$ cat config.mk
export PLATFORM = sky130hd
export DESIGN_NAME = eeprom_cmd_latch
export DESIGN_NICKNAME = d
export VERILOG_FILES = /design/src/verilog/eeprom_pkg.sv /design/src/verilog/eeprom_cmd_latch.sv
export SDC_FILE = /design/constraint.sdc
export NUM_CORES = 1
export LEC_CHECK = 0
export ABC_AREA = 1
export BUFFER_PORTS_ARGS = -buffer_cell sky130_fd_sc_hd__buf_4
export CAP_MARGIN = 20
export CORE_MARGIN = 4
export CORE_UTILIZATION = 38
export DETAILED_ROUTE_END_ITERATION = 12
export PLACE_DENSITY_LB_ADDON = 0.25
export SLEW_MARGIN = 20
export SYNTH_ARGS = -nofsm -noshare
export SYNTH_HDL_FRONTEND = slang
export SYNTH_SLANG_ARGS = --single-unit
$ cat constraint.sdc
create_clock -name clk -period 2.01 [get_ports clk]
set_input_delay 0.1005 -clock clk [delete_from_list [all_inputs] [get_ports clk]]
set_output_delay 0.1005 -clock clk [all_outputs]
set_load 0.05 [all_outputs]
$ cat src/verilog/eeprom_pkg.sv
`default_nettype none

package eeprom_pkg;

  // word address into the 2k x 8 array
  typedef logic [10:0] ee_addr_t;
  typedef logic [7:0]  byte_t;

  typedef enum logic {
    OP_WRITE,
    OP_READ
  } cmd_op_e;

  // one host request as held by the latch
  typedef struct packed {
    cmd_op_e  op;
    ee_addr_t addr;
    byte_t    data;
  } cmd_t;

  // bus action for the bit engine
  typedef enum logic [1:0] {
    SYM_START,
    SYM_STOP,
    SYM_WRITE,  // byte out, ninth bit released for the slave ack
    SYM_READ    // byte in, ninth bit released as no-ack
  } sym_e;

  localparam logic [3:0] DEV_TYPE = 4'b1010;

endpackage

`default_nettype wire
$ cat src/verilog/eeprom_cmd_latch.sv
`timescale 1ns/10ps
`default_nettype none

module eeprom_cmd_latch import eeprom_pkg::*; (
  input  logic     clk,
  input  logic     arst_n,
  input  logic     wr,
  input  logic     rd,
  input  ee_addr_t addr,
  input  byte_t    wr_data,
  input  logic     done,
  output cmd_t     cmd,
  output logic     cmd_pending
);

  logic accept;

  // strobes while busy are simply dropped
  assign accept = !cmd_pending && (wr || rd);

  always_ff @(posedge clk or negedge arst_n) begin
    if (!arst_n) begin
      cmd_pending <= 1'b0;
    end else if (done) begin
      cmd_pending <= 1'b0;
    end else if (accept) begin
      cmd_pending <= 1'b1;
    end
  end

  always_ff @(posedge clk) begin
    if (accept) begin
      cmd.op   <= wr ? OP_WRITE : OP_READ;  // wr has priority
      cmd.addr <= addr;
      cmd.data <= wr_data;
    end
  end

endmodule

`default_nettype wire

Yosys cells after proc, flatten, opt, wreduce, memory -nomap -nowiden. Cells that the tools add are included.

Register bits: 21. Output and inout bits: 21. Word-level logic and storage cells: 11.

Multiplexer cells: 3. Reduce and logical (&&, ||, !) cells: 4.

Operators with widths (count): two-way mux 1 bit (3); nonzero test 2 bit (1); logical AND 1 bit (1); zero test 1 bit (1); logical OR 1 bit (1).

Logic depth before layout (Yosys ltp).
Depth after elaboration: 4. Depth in mapped cells: 2. Mapped depth without buffers: 2.

Worst setup path before layout. No wires, ideal clock.

Kind: register -> register. Start: register cmd_pending. End: register cmd[0] in the netlist's numbering (enable). Arrival: 1511 ps. Required time: 1613 ps. Setup slack: 102 ps. Cell stages (with the launch flop): 2. Clock period less this slack: 1908 ps. Cell sequence: dfrtp_1 -> nor2_1.

Cells in the longest elaborated chain, start to end: 2.

RTL lines: start: declaration (RTL line eeprom_cmd_latch.sv:13) `output logic cmd_pending`; start signal: assignment (RTL line eeprom_cmd_latch.sv:23) `cmd_pending <= 1'b0;`; start signal: assignment (RTL line eeprom_cmd_latch.sv:25) `cmd_pending <= 1'b0;`; start signal: assignment (RTL line eeprom_cmd_latch.sv:27) `cmd_pending <= 1'b1;`; zero test 1 bit (RTL line eeprom_cmd_latch.sv:19) `assign accept = !cmd_pending && (wr || rd);`; logical AND 1 bit (RTL line eeprom_cmd_latch.sv:19); net accept (RTL line eeprom_cmd_latch.sv:16) `logic accept;`; end: declaration (RTL line eeprom_cmd_latch.sv:12) `output cmd_t cmd,`.

The timed path passes the listed nets, and every way through them passes these cells. A chain may end at the register's enable or synchronous reset.

Worst setup path after layout.
Start: register cmd_pending. End: register cmd[5] in the netlist's numbering (enable).

Same word-level chain as after synthesis.

==> impl_results.md <==
- Status: complete, no violations
- Slew margin rel.: 0.839
- Std-Cell Rows: 14
- CTS tree: built
- Area grow syn2layout: 91.2%
- Fin crit share: 0.538
- DR vias/cell: 4.28
- DP Cell Count: 87
- CTS max path bufs: 2
- Leading area contributor after synthesis: edfxtp_1
- Synthesized area: 652 µm²
- Top Ports: 45
- Die extent in y: 49.4 µm
- PD cells: 752 mW/mm²
- Synth Instances: 26
- Most area-consuming cells after synthesis: edfxtp_1 (92%), dfrtp_1 (3.8%), a21oi_2 (1.3%), inv_1 (1.2%), nor2_2 (0.96%)
- Initial DRC count: 4
- Remaining global-route overflow: 0
- CTS root buf: clkbuf_4
- Max-slew violation count: 0
- Maximum vdd ir drop: 0.537 mV
- # diodes: 0
- Initial core utilization: 0.418
- Post-CTS Hold Fix Bufs: 21
- Synth unique cells: 6
- Die W: 49.4 µm
- Clk_lat worst skew: 0.29 ns
- First-pass GRT wire length: 2.30 mm
- Core area: 0.00156 mm²
- Critical Path Start Type: flip-flop
- Fin Setup TNS: 0 ns
- Worst Skew: 0.00357 ns
- Share of layout cells above drive strength 1: 0.521
- Crit end category: flip-flop
- Switch share: 0.273
- Hold Vio Cnt, Final: 0
- Highest fanout seen on the critical path: 20
- Post-CTS Repair Setup Buffers: 0
- Fillers: 91
- Max Freq: 0.924 GHz
- Util after Layout: 0.799
- MaxCap Viol Count: 0
- Routed wire per std cell: 13.0 µm
- Post-route ant nets: 0
- Slowest stage delay, CP: 0.41 ns
- Top FF cell, synth: edfxtp_1
- Worst-path cell chain: nor2_1, buf_4
- Hold Worst Slack: 0.0572 ns
- Global-route usage over all layers: 0.126
- Routed via count: 479
- DR pass1 iterations: 2
- Setup-failing EPs final: 0
- Gpl congestion: 0.674
- Most common cell in the synthesized netlist: edfxtp_1
- RSZ-0062 raised after global routing: no
- Hold Path Class: in -> reg
- Fin crit period: 1.08 ns
- Avg Synthesized Cell Area: 25.1 µm²
- WP data required: 2.00 ns
- Async S/R FF share, synth: 0.0476
- Synth warn: 0
- Sequential power share: 0.555
- Final nets: 121
- Critical path type: reg -> reg
- Comb power frac: 0.238
- Synth cell count leaders: edfxtp_1 (20), inv_1 (2)
- Largest delay share family, worst path: flip-flops
- Endpoint arrival time on the critical path: 1.07 ns
- CP max stage cell: dfrtp_1
- Clock share of power: 0.207
- Vias in the first global route: 523
- Total internal power: 0.681 mW
- Share of the synthesized area in the top cell type: 0.921
- Buf/Inv on CP: 1
- Post-CTS Resized: 0
- Worst Tran Pin Value: 0.241 ns
- Port bufs: 44
- Synthesized flop and latch total: 21
- Drt drc: 0
- Total CTS buffers: 3
- Post-Syn Nets: 50
- Sequential area share after synthesis: 0.960
- Sink Count: 21
- Final Non-Filler Cells: 112
- EDFF count, synth: 20
- Die area: 0.00244 mm²
- Largest net degree at the start of global routing: 21
- Initial antenna violation count: 0
- Clk slew on worst S/H paths: 0.11 ns
- Routed WL: 1.46 mm
- Leak Pwr: 0.540 nW
- CTS H-tree depth: 1
- Switching power: 0.256 mW
## power by group through the flow
stage          combinational, mW  clock [mW]  sequential (mW)
2_1_floorplan             0.0118           0            0.629
6_report                   0.223       0.194            0.521
3_5_place_dp               0.190           0            0.531
5_1_grt                    0.233       0.215            0.523
4_1_cts                    0.222       0.196            0.521
3_3_place_gp               0.189           0            0.530
## cell type report
type | count | area, µm² | area share
multi-input combinational | 3 | 18.8 | 0.0151
timing repair buffer | 66 | 548 | 0.440
sequential | 21 | 626 | 0.502
tap | 16 | 20.0 | 0.0161
clock buffer | 4 | 26.3 | 0.0211
inverter | 2 | 7.51 | 0.00602
## worst register-to-register path: stages (launching register included)
cell     delay [ns]
dfrtp_1        0.41
nor2_1         0.10
buf_4          0.26
## state kept, by name, indices dropped and copies added, names as in the netlist
| signal | cells |
|---|---|
| cmd | 20 |
| cmd_pending | 1 |
## per-stage QoR
step                total power, mW  setup WS, ns  instance area [µm²]
detailed placement            0.721         0.940                 1010
finish                        0.937         0.928                 1250
CTS                           0.940         0.922                 1250
global route                  0.972         0.869                 1250
floorplan                     0.641         0.102                  652
global placement              0.719         0.958                 1010
## placed cells by master, fill, tap and decap left out, drive strengths merged
master,instances
buf,45
inv,2
a21oi,1
nor2,2
clkbuf,4
dfrtp,1
dlygate4sd3,21
edfxtp,20
## routing by layer
metal | track usage | routed length, µm | vias up
li1 | - | - | 237
met3 | 0.0367 | 112 | 0
met5 | 0 | 0 | -
met1 | 0.124 | 494 | 219
met4 | 0.0276 | 0 | 0
met2 | 0.252 | 850 | 23
## path summary, 6_finish.rpt
| path | startpoint | end | slack [ns] | cells past startpoint |
|---|---|---|---|---|
| setup / recovery | cmd_pending | cmd[5] | 0.93 | 2 |
| hold / removal | rd | cmd_pending | 0.06 | 3 |
| setup reg to reg | cmd_pending | cmd[5] | 0.93 | 2 |
| hold reg to reg | cmd_pending | cmd_pending | 0.56 | 2 |
| max in group asynchronous | arst_n | cmd_pending | 1.81 | 2 |
| min in group asynchronous | arst_n | cmd_pending | 0.12 | 2 |
## cell families after synthesis
group | count (synthesis) | share of synthesized area
compound gates | 1 | 0.0134
buf+inv | 2 | 0.0115
flops | 21 | 0.960
simple gates | 2 | 0.0154
No activity file was read; power rests on OpenSTA's default activity.
