<file path="config.mk">
export PLATFORM = sky130hd
export DESIGN_NAME = eeprom_seq
export DESIGN_NICKNAME = d
export VERILOG_FILES = /design/src/verilog/eeprom_pkg.sv /design/src/verilog/eeprom_seq.sv
export SDC_FILE = /design/constraint.sdc
export NUM_CORES = 1
export LEC_CHECK = 0
export ABC_AREA = 1
export BUFFER_PORTS_ARGS = -buffer_cell sky130_fd_sc_hd__buf_2
export CAP_MARGIN = 20
export CORE_MARGIN = 4
export CORE_UTILIZATION = 45
export CTS_BUF_LIST = sky130_fd_sc_hd__clkbuf_4 sky130_fd_sc_hd__clkbuf_8
export DETAILED_ROUTE_END_ITERATION = 12
export GPL_TIMING_DRIVEN = 0
export HOLD_SLACK_MARGIN = 0.02
export PLACE_DENSITY = 0.9
export SLEW_MARGIN = 20
export SYNTH_ARGS = -nofsm -noshare
export SYNTH_HDL_FRONTEND = slang
export SYNTH_SLANG_ARGS = --single-unit
</file>
<file path="constraint.sdc">
create_clock -name clk -period 1.9 [get_ports clk]
set_clock_uncertainty 0.15 [all_clocks]
set_input_delay 0.38 -clock clk [delete_from_list [all_inputs] [get_ports clk]]
set_output_delay 0.38 -clock clk [all_outputs]
set_load 0.03 [all_outputs]
</file>
<file path="src/verilog/eeprom_pkg.sv">
`default_nettype none

package eeprom_pkg;

  // word address into the 2k x 8 array
  typedef logic [10:0] ee_addr_t;
  typedef logic [7:0]  byte_t;

  typedef enum logic {
    OP_WRITE,
    OP_READ
  } cmd_op_e;

  // one host request as held by the latch
  typedef struct packed {
    cmd_op_e  op;
    ee_addr_t addr;
    byte_t    data;
  } cmd_t;

  // bus action for the bit engine
  typedef enum logic [1:0] {
    SYM_START,
    SYM_STOP,
    SYM_WRITE,  // byte out, ninth bit released for the slave ack
    SYM_READ    // byte in, ninth bit released as no-ack
  } sym_e;

  localparam logic [3:0] DEV_TYPE = 4'b1010;

endpackage

`default_nettype wire
</file>
<file path="src/verilog/eeprom_seq.sv">
`timescale 1ns/10ps
`default_nettype none

module eeprom_seq import eeprom_pkg::*; (
  input  logic  clk,
  input  logic  arst_n,
  input  cmd_t  cmd,
  input  logic  cmd_pending,
  input  logic  sym_done,
  input  byte_t rx_byte,
  output logic  sym_go,
  output sym_e  sym,
  output byte_t tx_byte,
  output logic  done,
  output byte_t rd_data
);

  typedef enum logic [3:0] {
    ST_IDLE,
    ST_START,
    ST_CTRL,
    ST_ADDR,
    ST_DOUT,
    ST_RESTART,
    ST_CTRL_RD,
    ST_DIN,
    ST_STOP,
    ST_FINISH
  } state_e;

  state_e state;
  state_e state_nxt;
  byte_t  ctrl_wr;
  byte_t  ctrl_rd;

  // block select bits ride in the control byte
  assign ctrl_wr = {DEV_TYPE, cmd.addr[10:8], 1'b0};
  assign ctrl_rd = {DEV_TYPE, cmd.addr[10:8], 1'b1};

  always_comb begin
    state_nxt = state;
    unique case (state)
      ST_IDLE:    if (cmd_pending) state_nxt = ST_START;
      ST_START:   if (sym_done) state_nxt = ST_CTRL;
      ST_CTRL:    if (sym_done) state_nxt = ST_ADDR;
      ST_ADDR: begin
        if (sym_done) begin
          state_nxt = (cmd.op == OP_READ) ? ST_RESTART : ST_DOUT;
        end
      end
      ST_DOUT:    if (sym_done) state_nxt = ST_STOP;
      ST_RESTART: if (sym_done) state_nxt = ST_CTRL_RD;
      ST_CTRL_RD: if (sym_done) state_nxt = ST_DIN;
      ST_DIN:     if (sym_done) state_nxt = ST_STOP;
      ST_STOP:    if (sym_done) state_nxt = ST_FINISH;
      ST_FINISH:  state_nxt = ST_IDLE;
      default:    state_nxt = ST_IDLE;
    endcase
  end

  // symbol and byte for the current state
  always_comb begin
    sym     = SYM_START;
    tx_byte = '0;
    unique case (state)
      ST_CTRL: begin
        sym     = SYM_WRITE;
        tx_byte = ctrl_wr;
      end
      ST_ADDR: begin
        sym     = SYM_WRITE;
        tx_byte = cmd.addr[7:0];
      end
      ST_DOUT: begin
        sym     = SYM_WRITE;
        tx_byte = cmd.data;
      end
      ST_CTRL_RD: begin
        sym     = SYM_WRITE;
        tx_byte = ctrl_rd;
      end
      ST_DIN:  sym = SYM_READ;
      ST_STOP: sym = SYM_STOP;
      default: sym = SYM_START;  // idle, start, restart, finish
    endcase
  end

  always_ff @(posedge clk or negedge arst_n) begin
    if (!arst_n) begin
      state   <= ST_IDLE;
      sym_go  <= 1'b0;
      rd_data <= '0;
    end else begin
      state  <= state_nxt;
      // one go per entry into a symbol state
      sym_go <= (state_nxt != state) && !(state_nxt inside {ST_IDLE, ST_FINISH});
      if (state == ST_DIN && sym_done) begin
        rd_data <= rx_byte;
      end
    end
  end

  assign done = (state == ST_FINISH);

endmodule

`default_nettype wire

</file>
# After elaboration in Yosys (flattened, before gate mapping)
# Index checks and enable logic that the tools add are counted.
# W data, S select, Z words.
[word_totals]
reg_bits = 13
out_inout_bits = 20
word_cells = 34
[classes]
n_eq_ne = 11
mux = 12
reduce_logical = 8
[ops]
columns = ["cell", "count"]
rows = [
  ["$mux W4", 8],
  ["$pmux W4 S8", 1],
  ["$pmux W8 S4", 1],
  ["$eq A4 B3 Y1 const B", 4],
  ["$eq A4 B4 Y1 const B", 3],
  ["$eq A4 B2 Y1 const B", 2],
  ["$logic_not A4 Y1", 2],
  ["$pmux W2 S3", 1],
  ["$eq A4 B1 Y1 const B", 1],
  ["$ne A4 B4 Y1", 1],
  ["$reduce_or A4 Y1", 1],
  ["$logic_and A1 B1 Y1", 2],
  ["$reduce_bool A2 Y1", 1],
  ["$reduce_or A2 Y1", 1],
  ["$logic_not A1 Y1", 1],
  ["$mux W1", 1],
]

# Logic depth before layout (Yosys ltp)
[logic_depth]
ltp_word = 7
mapped_depth = 12

# Least setup slack after synthesis
# No wires, ideal clock.
[synth_timing]
kind = "reg-to-output"
from = "register state[1]"
to = "output port done"
arrival_time_ns = 1.485
path_slack_ns = -0.115
path_stages_with_launch = 3
path_buffers = 1
path_cell_list = "dfrtp_1 buf_6 nor4_1"
[synth_between]
elab_chain_len = 1
[synth_rtl]
columns = ["item", "line", "rtl"]
rows = [
  ["from (decl)", "eeprom_seq.sv:31", "state_e state;"],
  ["from (signal assigned)", "eeprom_seq.sv:94", "state <= state_nxt;"],
  ["$eq A4 B4 Y1", "eeprom_seq.sv:103", "assign done = (state == ST_FINISH);"],
  ["to (decl)", "eeprom_seq.sv:14", "output logic done,"],
]
# Every way passes these cells.

# Worst setup path after layout
[layout_timing]
from = "register state[0]"
to = "output port sym[1]"
[layout_between]
elab_chain_len = 3
word_cells_on_any_way = 8
classes_between = "eq/ne: 6; mux: 1; reduce/logical: 1"
[layout_rtl]
columns = ["item", "line", "rtl"]
rows = [
  ["$eq A4 B3 Y1 / $eq A4 B2 Y1 (equally long branches)", "eeprom_seq.sv:65", "unique case (state)"],
  ["$reduce_or A4 Y1 (no source line)", "--", ""],
  ["$pmux W2 S3 (*)", "eeprom_seq.sv:65", ""],
  ["to (decl)", "eeprom_seq.sv:12", "output sym_e sym,"],
]
# Mark *: on every way between the ends. The rest lies on a longest branch, timed or not.

==> results.md <==
* Port bufs at 50
* Clk slew on worst S/H paths at 0.07 ns
* Clock group share of total power at 0.067
* Clock Sinks at 13
* Relative slew slack at 0.8137
* Register share of total power at 0.200
* Post-route design area at 1460 um2
* Power per cell area at 1784 nW/um2
* I/O pin total at 52
* Root buffer cell: clkbuf_4
* RSZ-0062 raised after global routing: yes
* Avg Vias per Cell at 5.161
* H-Tree Level Count at 1
* Peak VDD IR at 1.125 mV
* Post-DP HPWL at 2071 um
* Share of post-route cells with drive strength above 1 at 0.5707
* Core ar. at 1962 um2
* Post-Synthesis Cell Area at 935.9 um2
* Final-report setup violation count at 11
* DR vias at 1125
* Hold Path Class: primary input to flop
* Height of the die at 53.61 um
* TritonCTS clock tree: done
* Post-synthesis sequential area ratio at 0.3476
* Sw frac at 0.5085
* Final WL at 3097 um
* Worst Setup Start Kind: flop
* Worst Hold Slack at 0.1962 ns
* Post-synth top area cell: dfrtp_1
* Syn_nets at 156
* Post-Synthesis Mean Instance Area at 7.548 um2
* First-pass GRT wire length at 4416 um
* CP required at 1.37 ns
* Fin. max-slew vios at 0
* DR iter-0 viols at 11
* DRC viols at 0
* Synth warnings at 0
* Worst Setup Path Type: flop to primary output
* First-pass DRT Iterations at 4
* Overall Global Routing Usage at 0.2110
* Cell Area, Placed at 1226 um2
* Final Hold Fails at 0
* CTS Buf Count at 3
* Number of global-route vias before repair at 1046
* Worst slew pin tran at 0.2795 ns
* Drt wl/cell at 14.21 um
* Combinational power share at 0.733
* Die width at 53.61 um
* CP arrival at 1.60 ns
* DIE AREA at 2874 um2
* Tcrit/Tclk final at 1.119
* Int Pwr at 1281 uW
* Gr ovfl total at 0
* Initial Util at 0.4770
* Clk_lat worst skew at 0.26 ns
* Final min period at 2.125 ns
* Pleak at 0.0008516 uW
* Status: finished with violations
* ANT nets after route at 0
* Initial antenna violation count at 0
* Crit. End Element: primary output
* Sw power at 1325 uW
* Clock buffer depth at 2
* Failing checks: negative setup slack
* Max-cap violations at 0
* GP Congestion at 0.8819
* Layout Nets at 224
* Placement row count at 16
* Crit-path max FO at 4
* Antenna Cells at 0
* Largest cells by area after synthesis: dfrtp_1 (35%), nand2_1 (15%), mux2_2 (9.6%), nand3_1 (8.6%), nand2_2 (5.3%)
* Pre-CTS setup slack at 0.005241 ns
* Yosys cell types at 21
* Area share of the largest cell type after synthesis at 0.3476
* Area grow syn2layout at 56.02%
* Cells after Synth at 124
* Post-route setup slack at -0.2255 ns
* Max Freq at 470.5 MHz
* Yosys reg bits at 13
* Largest net degree at the start of global routing at 14
timing repair:
item | 4_1_cts | 5_1_grt
endpoints found under the setup margin | 10 | 10
hold buffers | 1 | 0
setup buffers | 7 | 6
pin swaps | 7 | 6
gates resized for setup | 29 | 10
endpoints found under the hold margin | 13 | 0
power by group through the flow:
stage	combinational [uW]	clock (uW)	sequential [uW]
finish	1910	174	521
global route	2050	204	537
CTS	1700	180	519
detailed placement	1460	0	506
global placement	1430	0	494
floorplan	921	0	673
worst paths after layout:
path / from / to / slack (ns) / cells after the start
worst max-delay path: state[0]$_DFF_PN0_ / sym[1] / -0.23 / 6
worst min-delay path: rx_byte[7] / rd_data[7]$_DFFE_PN0P_ / 0.20 / 2
worst max register to register: state[3]$_DFF_PN0_ / sym_go$_DFF_PN0_ / 0.19 / 12
worst min register to register: rd_data[3]$_DFFE_PN0P_ / rd_data[3]$_DFFE_PN0P_ / 0.36 / 1
max in group asynchronous: arst_n / state[2]$_DFF_PN0_ / 0.99 / 2
min in group asynchronous: arst_n / rd_data[7]$_DFFE_PN0P_ / 0.37 / 2
layout make-up:
cell class | count | area [um2]
tap | 27 | 33.78
sequential | 13 | 329.1
clock buffer | 4 | 30.03
buffer | 2 | 16.27
multi-input combinational | 94 | 568.0
timing repair buffer | 64 | 422.9
fill | 150 | 501.7
inverter | 14 | 60.06
cell families after synthesis:
logic type / count (synthesis) / share of synthesized area
and+or+nand+nor: 80 / 0.4118
buffers and inverters: 17 / 0.08555
muxes: 8 / 0.09626
DFF: 13 / 0.3476
AOI/OAI and AO/OA: 6 / 0.05882
critical path, stage by stage (launching register included):
cell and delay (ns):
dfrtp_2 0.49, nand2_8 0.12, inv_4 0.04, nand2_2 0.08
nand2_2 0.06, or3_1 0.39, buf_6 0.16
flip-flops by register name, indices dropped and copies added, names as in the netlist:
register	cells
rd_data	8
state	4
sym_go	1
synthesized netlist by cell type:
| cell | instances |
|---|---|
| a22o_2 | 2 |
| inv_2 | 3 |
| nand3b_1 | 1 |
| buf_2 | 1 |
| a21oi_1 | 1 |
| nand3_4 | 1 |
| or3_1 | 1 |
| inv_1 | 11 |
| nand2_2 | 8 |
| nand2_1 | 38 |
| nor2_1 | 9 |
| nand2_4 | 1 |
| nor2_4 | 1 |
| a221o_2 | 2 |
| nor2_2 | 3 |
| dfrtp_1 | 13 |
| nor4_1 | 1 |
| mux2_2 | 8 |
| buf_6 | 2 |
| o211ai_1 | 1 |
| nand3_1 | 16 |
per-layer routing:
| metal | GRT usage | up-vias | routed length, um |
|---|---|---|---|
| li1 | - | 535 | - |
| met3 | 0.03878 | 6 | 202 |
| met2 | 0.4102 | 60 | 1745 |
| met1 | 0.2253 | 524 | 1106 |
| met5 | 0 | - | 0 |
| met4 | 0.06809 | 0 | 43 |
metrics by stage:
step | cells | setup TNS [ns] | util | total power (uW)
finish | 218 | -1.269 | 0.7443 | 2606
global route | 218 | -2.187 | 0.7443 | 2787
CTS | 212 | -0.9150 | 0.7041 | 2396
detailed placement | 201 | 0 | 0.6250 | 1968
global placement | 201 | 0 | 0.6250 | 1925
floorplan | 124 | 0 | - | 1594
cell usage in the layout (no fill, tap or decap):
cell type,instances
buf_6,11
mux2_2,8
nand3_4,1
buf_2,40
nor2_1,8
inv_4,3
dfrtp_1,10
nor4_2,1
dlygate4sd3_1,1
nand2_1,36
dfrtp_2,3
nand2_2,9
buf_4,14
inv_2,4
nand3b_1,1
nor2_4,3
o211ai_1,1
a21oi_1,1
clkbuf_4,4
or3_1,1
a22o_2,2
nor2_2,2
nand3_1,16
nand2_8,1
a221o_2,2
inv_1,7
nand2_4,1
Power figures use the tool's default switching activity.
