[src/verilog/eeprom_pkg.sv]
`default_nettype none

package eeprom_pkg;

  // word address into the 2k x 8 array
  typedef logic [10:0] ee_addr_t;
  typedef logic [7:0]  byte_t;

  typedef enum logic {
    OP_WRITE,
    OP_READ
  } cmd_op_e;

  // one host request as held by the latch
  typedef struct packed {
    cmd_op_e  op;
    ee_addr_t addr;
    byte_t    data;
  } cmd_t;

  // bus action for the bit engine
  typedef enum logic [1:0] {
    SYM_START,
    SYM_STOP,
    SYM_WRITE,  // byte out, ninth bit released for the slave ack
    SYM_READ    // byte in, ninth bit released as no-ack
  } sym_e;

  localparam logic [3:0] DEV_TYPE = 4'b1010;

endpackage

`default_nettype wire
[src/verilog/i2c_bit_engine.sv]
`timescale 1ns/10ps
`default_nettype none

module i2c_bit_engine import eeprom_pkg::*; #(
  parameter int QUARTER_CYCLES = 4
) (
  input  logic  clk,
  input  logic  arst_n,
  input  logic  sym_go,
  input  sym_e  sym,
  input  byte_t tx_byte,
  input  logic  sda_in,
  output logic  scl,
  output logic  sda_low,
  output logic  sym_done,
  output byte_t rx_byte
);

  localparam int DIV_W = (QUARTER_CYCLES > 1) ? $clog2(QUARTER_CYCLES) : 1;
  localparam logic [DIV_W-1:0] DIV_LAST = DIV_W'(QUARTER_CYCLES - 1);

  logic             active;
  logic             active_nxt;
  sym_e             sym_r;
  sym_e             sym_nxt;
  logic [DIV_W-1:0] div;
  logic [DIV_W-1:0] div_nxt;
  logic [1:0]       qcnt;      // quarter within the bit
  logic [1:0]       q_nxt;
  logic [3:0]       bitcnt;    // 0..8 for bytes
  logic [3:0]       bit_nxt;
  byte_t            shift;
  byte_t            shift_nxt;
  logic             quarter_end;
  logic             last_bit;
  logic             scl_d;
  logic             sda_low_d;

  assign quarter_end = (div == DIV_LAST);
  assign last_bit    = (sym_r inside {SYM_START, SYM_STOP}) || (bitcnt == 4'd8);
  assign sym_done    = active && quarter_end && (qcnt == 2'd3) && last_bit;

  always_comb begin
    active_nxt = active;
    sym_nxt    = sym_r;
    div_nxt    = div;
    q_nxt      = qcnt;
    bit_nxt    = bitcnt;
    shift_nxt  = shift;
    if (!active) begin
      if (sym_go) begin
        active_nxt = 1'b1;
        sym_nxt    = sym;
        div_nxt    = '0;
        q_nxt      = '0;
        bit_nxt    = '0;
        shift_nxt  = tx_byte;
      end
    end else if (quarter_end) begin
      div_nxt = '0;
      q_nxt   = qcnt + 2'd1;
      if (qcnt == 2'd3) begin
        bit_nxt   = bitcnt + 4'd1;
        shift_nxt = {shift[6:0], 1'b0};  // msb first
        if (last_bit) active_nxt = 1'b0;
      end
    end else begin
      div_nxt = div + 1'b1;
    end
  end

  // line levels for the phase being entered, so pins come straight off flops
  always_comb begin
    scl_d     = scl;
    sda_low_d = sda_low;
    if (active_nxt) begin
      unique case (sym_nxt)
        SYM_START: begin
          scl_d     = (q_nxt == 2'd0) ? scl : (q_nxt != 2'd3);
          sda_low_d = (q_nxt >= 2'd2);
        end
        SYM_STOP: begin
          scl_d     = (q_nxt != 2'd0);
          sda_low_d = (q_nxt != 2'd3);
        end
        SYM_WRITE: begin
          scl_d     = (q_nxt == 2'd1) || (q_nxt == 2'd2);
          sda_low_d = (bit_nxt != 4'd8) && !shift_nxt[7];  // ninth bit left to slave
        end
        default: begin
          scl_d     = (q_nxt == 2'd1) || (q_nxt == 2'd2);
          sda_low_d = 1'b0;
        end
      endcase
    end
  end

  always_ff @(posedge clk or negedge arst_n) begin
    if (!arst_n) begin
      active  <= 1'b0;
      div     <= '0;
      qcnt    <= '0;
      bitcnt  <= '0;
      scl     <= 1'b1;
      sda_low <= 1'b0;
    end else begin
      active  <= active_nxt;
      div     <= div_nxt;
      qcnt    <= q_nxt;
      bitcnt  <= bit_nxt;
      scl     <= scl_d;
      sda_low <= sda_low_d;
    end
  end

  always_ff @(posedge clk) begin
    sym_r <= sym_nxt;
    shift <= shift_nxt;
    // sample mid scl high, data bits only
    if (active && sym_r == SYM_READ && qcnt == 2'd2 && div == '0 && bitcnt < 4'd8) begin
      rx_byte <= {rx_byte[6:0], sda_in};
    end
  end

endmodule

`default_nettype wire

[config.mk]
export PLATFORM = sky130hd
export DESIGN_NAME = i2c_bit_engine
export DESIGN_NICKNAME = d
export VERILOG_FILES = /design/src/verilog/eeprom_pkg.sv /design/src/verilog/i2c_bit_engine.sv
export SDC_FILE = /design/constraint.sdc
export NUM_CORES = 1
export LEC_CHECK = 0
export BUFFER_PORTS_ARGS = -buffer_cell sky130_fd_sc_hd__buf_2
export CAP_MARGIN = 25
export CELL_PAD_IN_SITES_DETAIL_PLACEMENT = 0
export CELL_PAD_IN_SITES_GLOBAL_PLACEMENT = 1
export CORE_MARGIN = 4
export CORE_UTILIZATION = 43
export DETAILED_ROUTE_END_ITERATION = 6
export GPL_ROUTABILITY_DRIVEN = 0
export GPL_TIMING_DRIVEN = 1
export HOLD_SLACK_MARGIN = 0.02
export PLACE_DENSITY_LB_ADDON = 0.12
export SLEW_MARGIN = 20
export SYNTH_ARGS = -nofsm -noshare
export SYNTH_HDL_FRONTEND = slang
export SYNTH_SLANG_ARGS = --single-unit
[constraint.sdc]
create_clock -name clk -period 2.9 [get_ports clk]
set_input_delay 0.145 -clock clk [delete_from_list [all_inputs] [get_ports clk]]
set_output_delay 0.145 -clock clk [all_outputs]
set_load 0.02 [all_outputs]
# [Word level (Yosys, flattened, before mapping)]
# Cells that the tools add are included.
[op_classes] n_reduce_logical=20 n_addsub=3 muxes=24 order_cmp=2 n_eq_ne=15
[op_table] cell="two-way mux 8 bit" n=4
[op_table] cell="two-way mux 2 bit" n=8
[op_table] cell="two-way mux 4 bit" n=4
[op_table] cell="equality test 2 bit, second input constant" n=6
[op_table] cell="logical AND 1 bit" n=8
[op_table] cell="logical NOT 2 bit" n=4
[op_table] cell="equality test 2 x 1 -> 1 bit, second input constant" n=3
[op_table] cell="two-way mux 1 bit" n=6
[op_table] cell="nonzero test 2 bit" n=3
[op_table] cell="adder 2 x 1 -> 2 bit, second input constant" n=2
[op_table] cell="adder 4 x 1 -> 4 bit, second input constant" n=1
[op_table] cell="equality test 4 bit, second input constant" n=1
[op_table] cell="< comparator 4 bit, second input constant" n=1
[op_table] cell="inequality test 2 x 1 -> 1 bit, second input constant" n=2
[op_table] cell="inequality test 2 bit, second input constant" n=2
[op_table] cell="inequality test 4 bit, second input constant" n=1
[op_table] cell="case mux 1 bit (3 select lines)" n=1
[op_table] cell="AND reduction 3 bit" n=1
[op_table] cell="greater-or-equal comparator 2 bit, second input constant" n=1
[op_table] cell="logical OR 1 bit" n=2
[op_table] cell="case mux 1 bit (2 select lines)" n=1
[op_table] cell="AND reduction 2 bit" n=1
[op_table] cell="logical NOT 1 bit" n=1
[totals] inputBits=14 reg_bits=29

# [Depth between registers and ports, before layout]
[depth] depth_word=8 mapped_depth=9 mapped_depth_nobuf=9

# [Least setup slack after synthesis]
# Ideal clock, no wire load.
[synth_path] path_kind="flip-flop to flip-flop" startpoint="register div[0]" endpoint="register scl" path_slack_ns=0.725 t_required_ns=2.802 setup_time_ns=0.098 period_less_slack_ns=2.175 stages_incl_launch_ff=10 t_arrival_ns=2.077 n_path_buf=1 path_cell_list="dfrtp_1 -> ha_1 -> buf_2 -> or2_2 -> a32oi_1 -> inv_1 -> ha_1 -> a21oi_1 -> o2bb2ai_1 -> a221oi_1"
[synth_via] elab_chain_len=6 elab_cells_between_ends=15 classes_between="5 x eq/ne; 6 x mux; 4 x reduce/logical"
[synth_lines] element="start, declared" line="i2c_bit_engine.sv:26" source="logic [DIV_W-1:0] div;"
[synth_lines] element="start signal, assigned" line="i2c_bit_engine.sv:108" source="div <= div_nxt;"
[synth_lines] element="equality test 2 bit (*)" line="i2c_bit_engine.sv:39" source="assign quarter_end = (div == DIV_LAST);"
[synth_lines] element="two-way mux 2 bit (*)" line="i2c_bit_engine.sv:59" source="end else if (quarter_end) begin"
[synth_lines] element="two-way mux 2 bit (*)" line="i2c_bit_engine.sv:50" source="if (!active) begin"
[synth_lines] element="via q_nxt[1]" line="i2c_bit_engine.sv:29" source="logic [1:0] q_nxt;"
[synth_lines] element="inequality test 2 bit (tied with other cells)" line="i2c_bit_engine.sv:79" source="scl_d = (q_nxt == 2'd0) ? scl : (q_nxt != 2'd3);"
[synth_lines] element="two-way mux 1 bit (tied with other cells)" line="i2c_bit_engine.sv:79"
[synth_lines] element="case mux 1 bit (2 select lines) / AND reduction 2 bit (equally long branches)"
[synth_lines] element="end signal, assigned" line="i2c_bit_engine.sv:111" source="scl <= scl_d;"
[synth_lines] element="end, declared" line="i2c_bit_engine.sv:13" source="output logic scl,"
# The timed path passes the listed nets; every way through them passes the cells marked *. The select of a mux whose other input is x is not followed.
# A chain may end at the register's enable or synchronous reset.

# [Worst setup path in the final report]
# Ends and elaborated chain as after synthesis.

==> impl_metrics.tcl <==
set metrics [dict create \
    power_frac_seq_pct 43.2 \
    synth_edf_count 15 \
    dp_hpwl_um 2010 \
    rsz0062_at_grt "no" \
    cts_setup_buffers 0 \
    post-synth-top-count-cell "edfxtp_1" \
    cp.arrival_ns 2.60 \
    fin_crit_sh_pct 81.7 \
    synth_area_leader_cell "edfxtp_1" \
    wirelength_um 2720 \
    internal_power_mw 0.975 \
    ys.flop_type "edfxtp_1" \
    cts_tree "built" \
    drt_first_pass_iters 4 \
    core_area_sq_um 3100 \
    clkLatencyLatePin_ns 0.33 \
    die_area_sq_um 4270 \
    fin_crit_ns 2.37 \
    die_width_um 65.3 \
    worstPathMaxFanout 10 \
    overflow 0 \
    synth-async-reset-ratio_pct 37.9 \
    max_slew_margin_pct 65.8 \
    max_cap_viol_count 0 \
    cp-end-kind "flop" \
    cts_max_level 2 \
    clock-sinks 29 \
    place_worst_setup_slack_ns 0.543 \
    slew_violations 0 \
    outcome "complete, no violations" \
    fin_util_pct 53.2 \
    ys_ff_latch 29 \
    nets 170 \
    drive_gt1_share_pct 28.4 \
    synthTopCellsByCount "edfxtp_1, dfrtp_1, inv_1" \
    synthesis.nets 138 \
    wl_per_cell_um 14.2 \
    grt_pass1_vias 978 \
    diodes 0 \
    clk_pin_slew_ns 0.09 \
    grt_max_degree 18 \
    clkPwrFrac_pct 14.4 \
    via_per_inst 5.21 \
    fillers 303 \
    synth_top_area_share_pct 31.9 \
    synth.cell_area_sq_um 1410 \
    io_buffers 24 \
    power.density_nw_per_um2 965 \
    boundaryPins 25 \
    synth_seq_area_share_pct 55.7 \
    die_height_um 65.3 \
    fmax_ghz 0.422 \
    synthCells 115 \
    start_util_pct 45.5 \
    cts_buffers 5 \
    synthDistinctLibCells 44 \
    ant_nets 0 \
    num_vias 1001 \
    cts-root-buf "clkbuf_4" \
    leakagePower_nw 0.731 \
    ctsHoldBuffers 2 \
    finalSetupTns_ns 0 \
    finClkSkew_ns 0.0105 \
    switching_share_pct 38.8 \
    worstSetupPathType "flop to flop" \
    peakVddDrop_mv 0.582 \
    grt_pass1_wl_um 4650 \
    yosys_warnings 0 \
    synth.area.top_cells "edfxtp_1, dfrtp_1, ha_1" \
    gr-usage-all-layers_pct 14.7 \
    antenna_found_initial 0 \
    worst_pin_slew_ns 0.513 \
    setup.worst_path.start_class "flop" \
    cts_resized 0 \
    min_path_type "primary input to flop" \
    p_switching_mw 0.619 \
    critPathRequiredTime_ns 3.13 \
    row_count 20 \
    syn_to_final_growth_pct 16.9 \
    clk_path_buf_depth 2 \
    pwr-share-comb_pct 42.4 \
    setup_ws_ns 0.531 \
    hold_violations 0 \
    finalSetupViolations 0 \
    drtIter0Drc 41 \
    drc 0 \
    avgSynthCellArea_sq_um 12.3 \
]
## stage by stage
stage               instance area (sq um)  hold slack (ns)  cells  power [mW]
floorplan                            1410           -0.151    115        1.20
global placement                     1580           0.0353    182        1.35
detailed placement                   1580           0.0437    182        1.38
CTS                                  1650           0.0781    192        1.61
global route                         1650           0.0955    192        1.75
finish                               1650           0.0821    192        1.59
## sequential cells by signal, summed over array words and instances (netlist names)
name     flops
active       1
bitcnt       4
div          2
qcnt         2
rx_byte      8
scl          1
sda_low      1
shift        8
sym_r        2
## power groups by stage
| stage | sequential (mW) | combinational, mW | clock [mW] |
|---|---|---|---|
| after global routing | 0.713 | 0.779 | 0.259 |
| after CTS | 0.690 | 0.684 | 0.238 |
| after global placement | 0.693 | 0.661 | 0 |
| after detailed placement | 0.698 | 0.678 | 0 |
| final | 0.688 | 0.676 | 0.229 |
| after floorplan | 0.685 | 0.517 | 0 |
## kinds of logic after synthesis
group | synth area share (%)
xor+xnor | 0.620
simple gates | 12.8
buf+inv | 5.14
fa+ha+maj | 7.97
mux | 3.28
compound gates | 14.5
flops | 55.7
## worst max-delay path: stages (launching register included)
cell	delay, ns
dfrtp_1	0.42
ha_1	0.32
or2_2	0.31
a32oi_1	0.31
inv_1	0.13
ha_1	0.31
a21oi_1	0.07
o2bb2ai_1	0.13
a221oi_1	0.29
## cells in the final DEF, fill, tap and decap left out, types with 4 or more instances in the layout
cell,synthesis,layout
edfxtp_1,15,15
clkbuf_4,0,5
nand2_1,5,5
ha_1,9,9
dfrtp_1,10,10
a22o_1,6,6
inv_1,10,10
o21ai_0,4,4
nor2_1,5,5
buf_2,1,24
## path summary, 6_finish.rpt
kind                       cells past startpoint        from  slack, ns    endpoint
setup reg to reg                               8      div[0]       0.53         scl
max in group asynchronous                      2      arst_n       2.40         scl
min in group asynchronous                      2      arst_n       0.21   bitcnt[1]
hold reg to reg                                0  rx_byte[3]       0.45  rx_byte[4]
setup / recovery                               8      div[0]       0.53         scl
hold / removal                                 3  tx_byte[7]       0.08    shift[7]
## layout make-up
type	count	area, sq um	area share (%)
flip-flops and latches	29	787	47.7
multi-input cells	70	553	33.5
repair buffers	29	163	9.85
well taps	44	55.1	3.33
clock buffers	8	48.8	2.95
inverters	12	45.0	2.73
## metal layers
| metal | share of wire, % | track usage (%) |
|---|---|---|
| met2 | 45 | 21.0 |
| met1 | 47 | 20.0 |
| met5 | 0 | 0 |
| met3 | 5.8 | 5.13 |
| met4 | 2.0 | 6.22 |
Power figures use the tool's default switching activity.
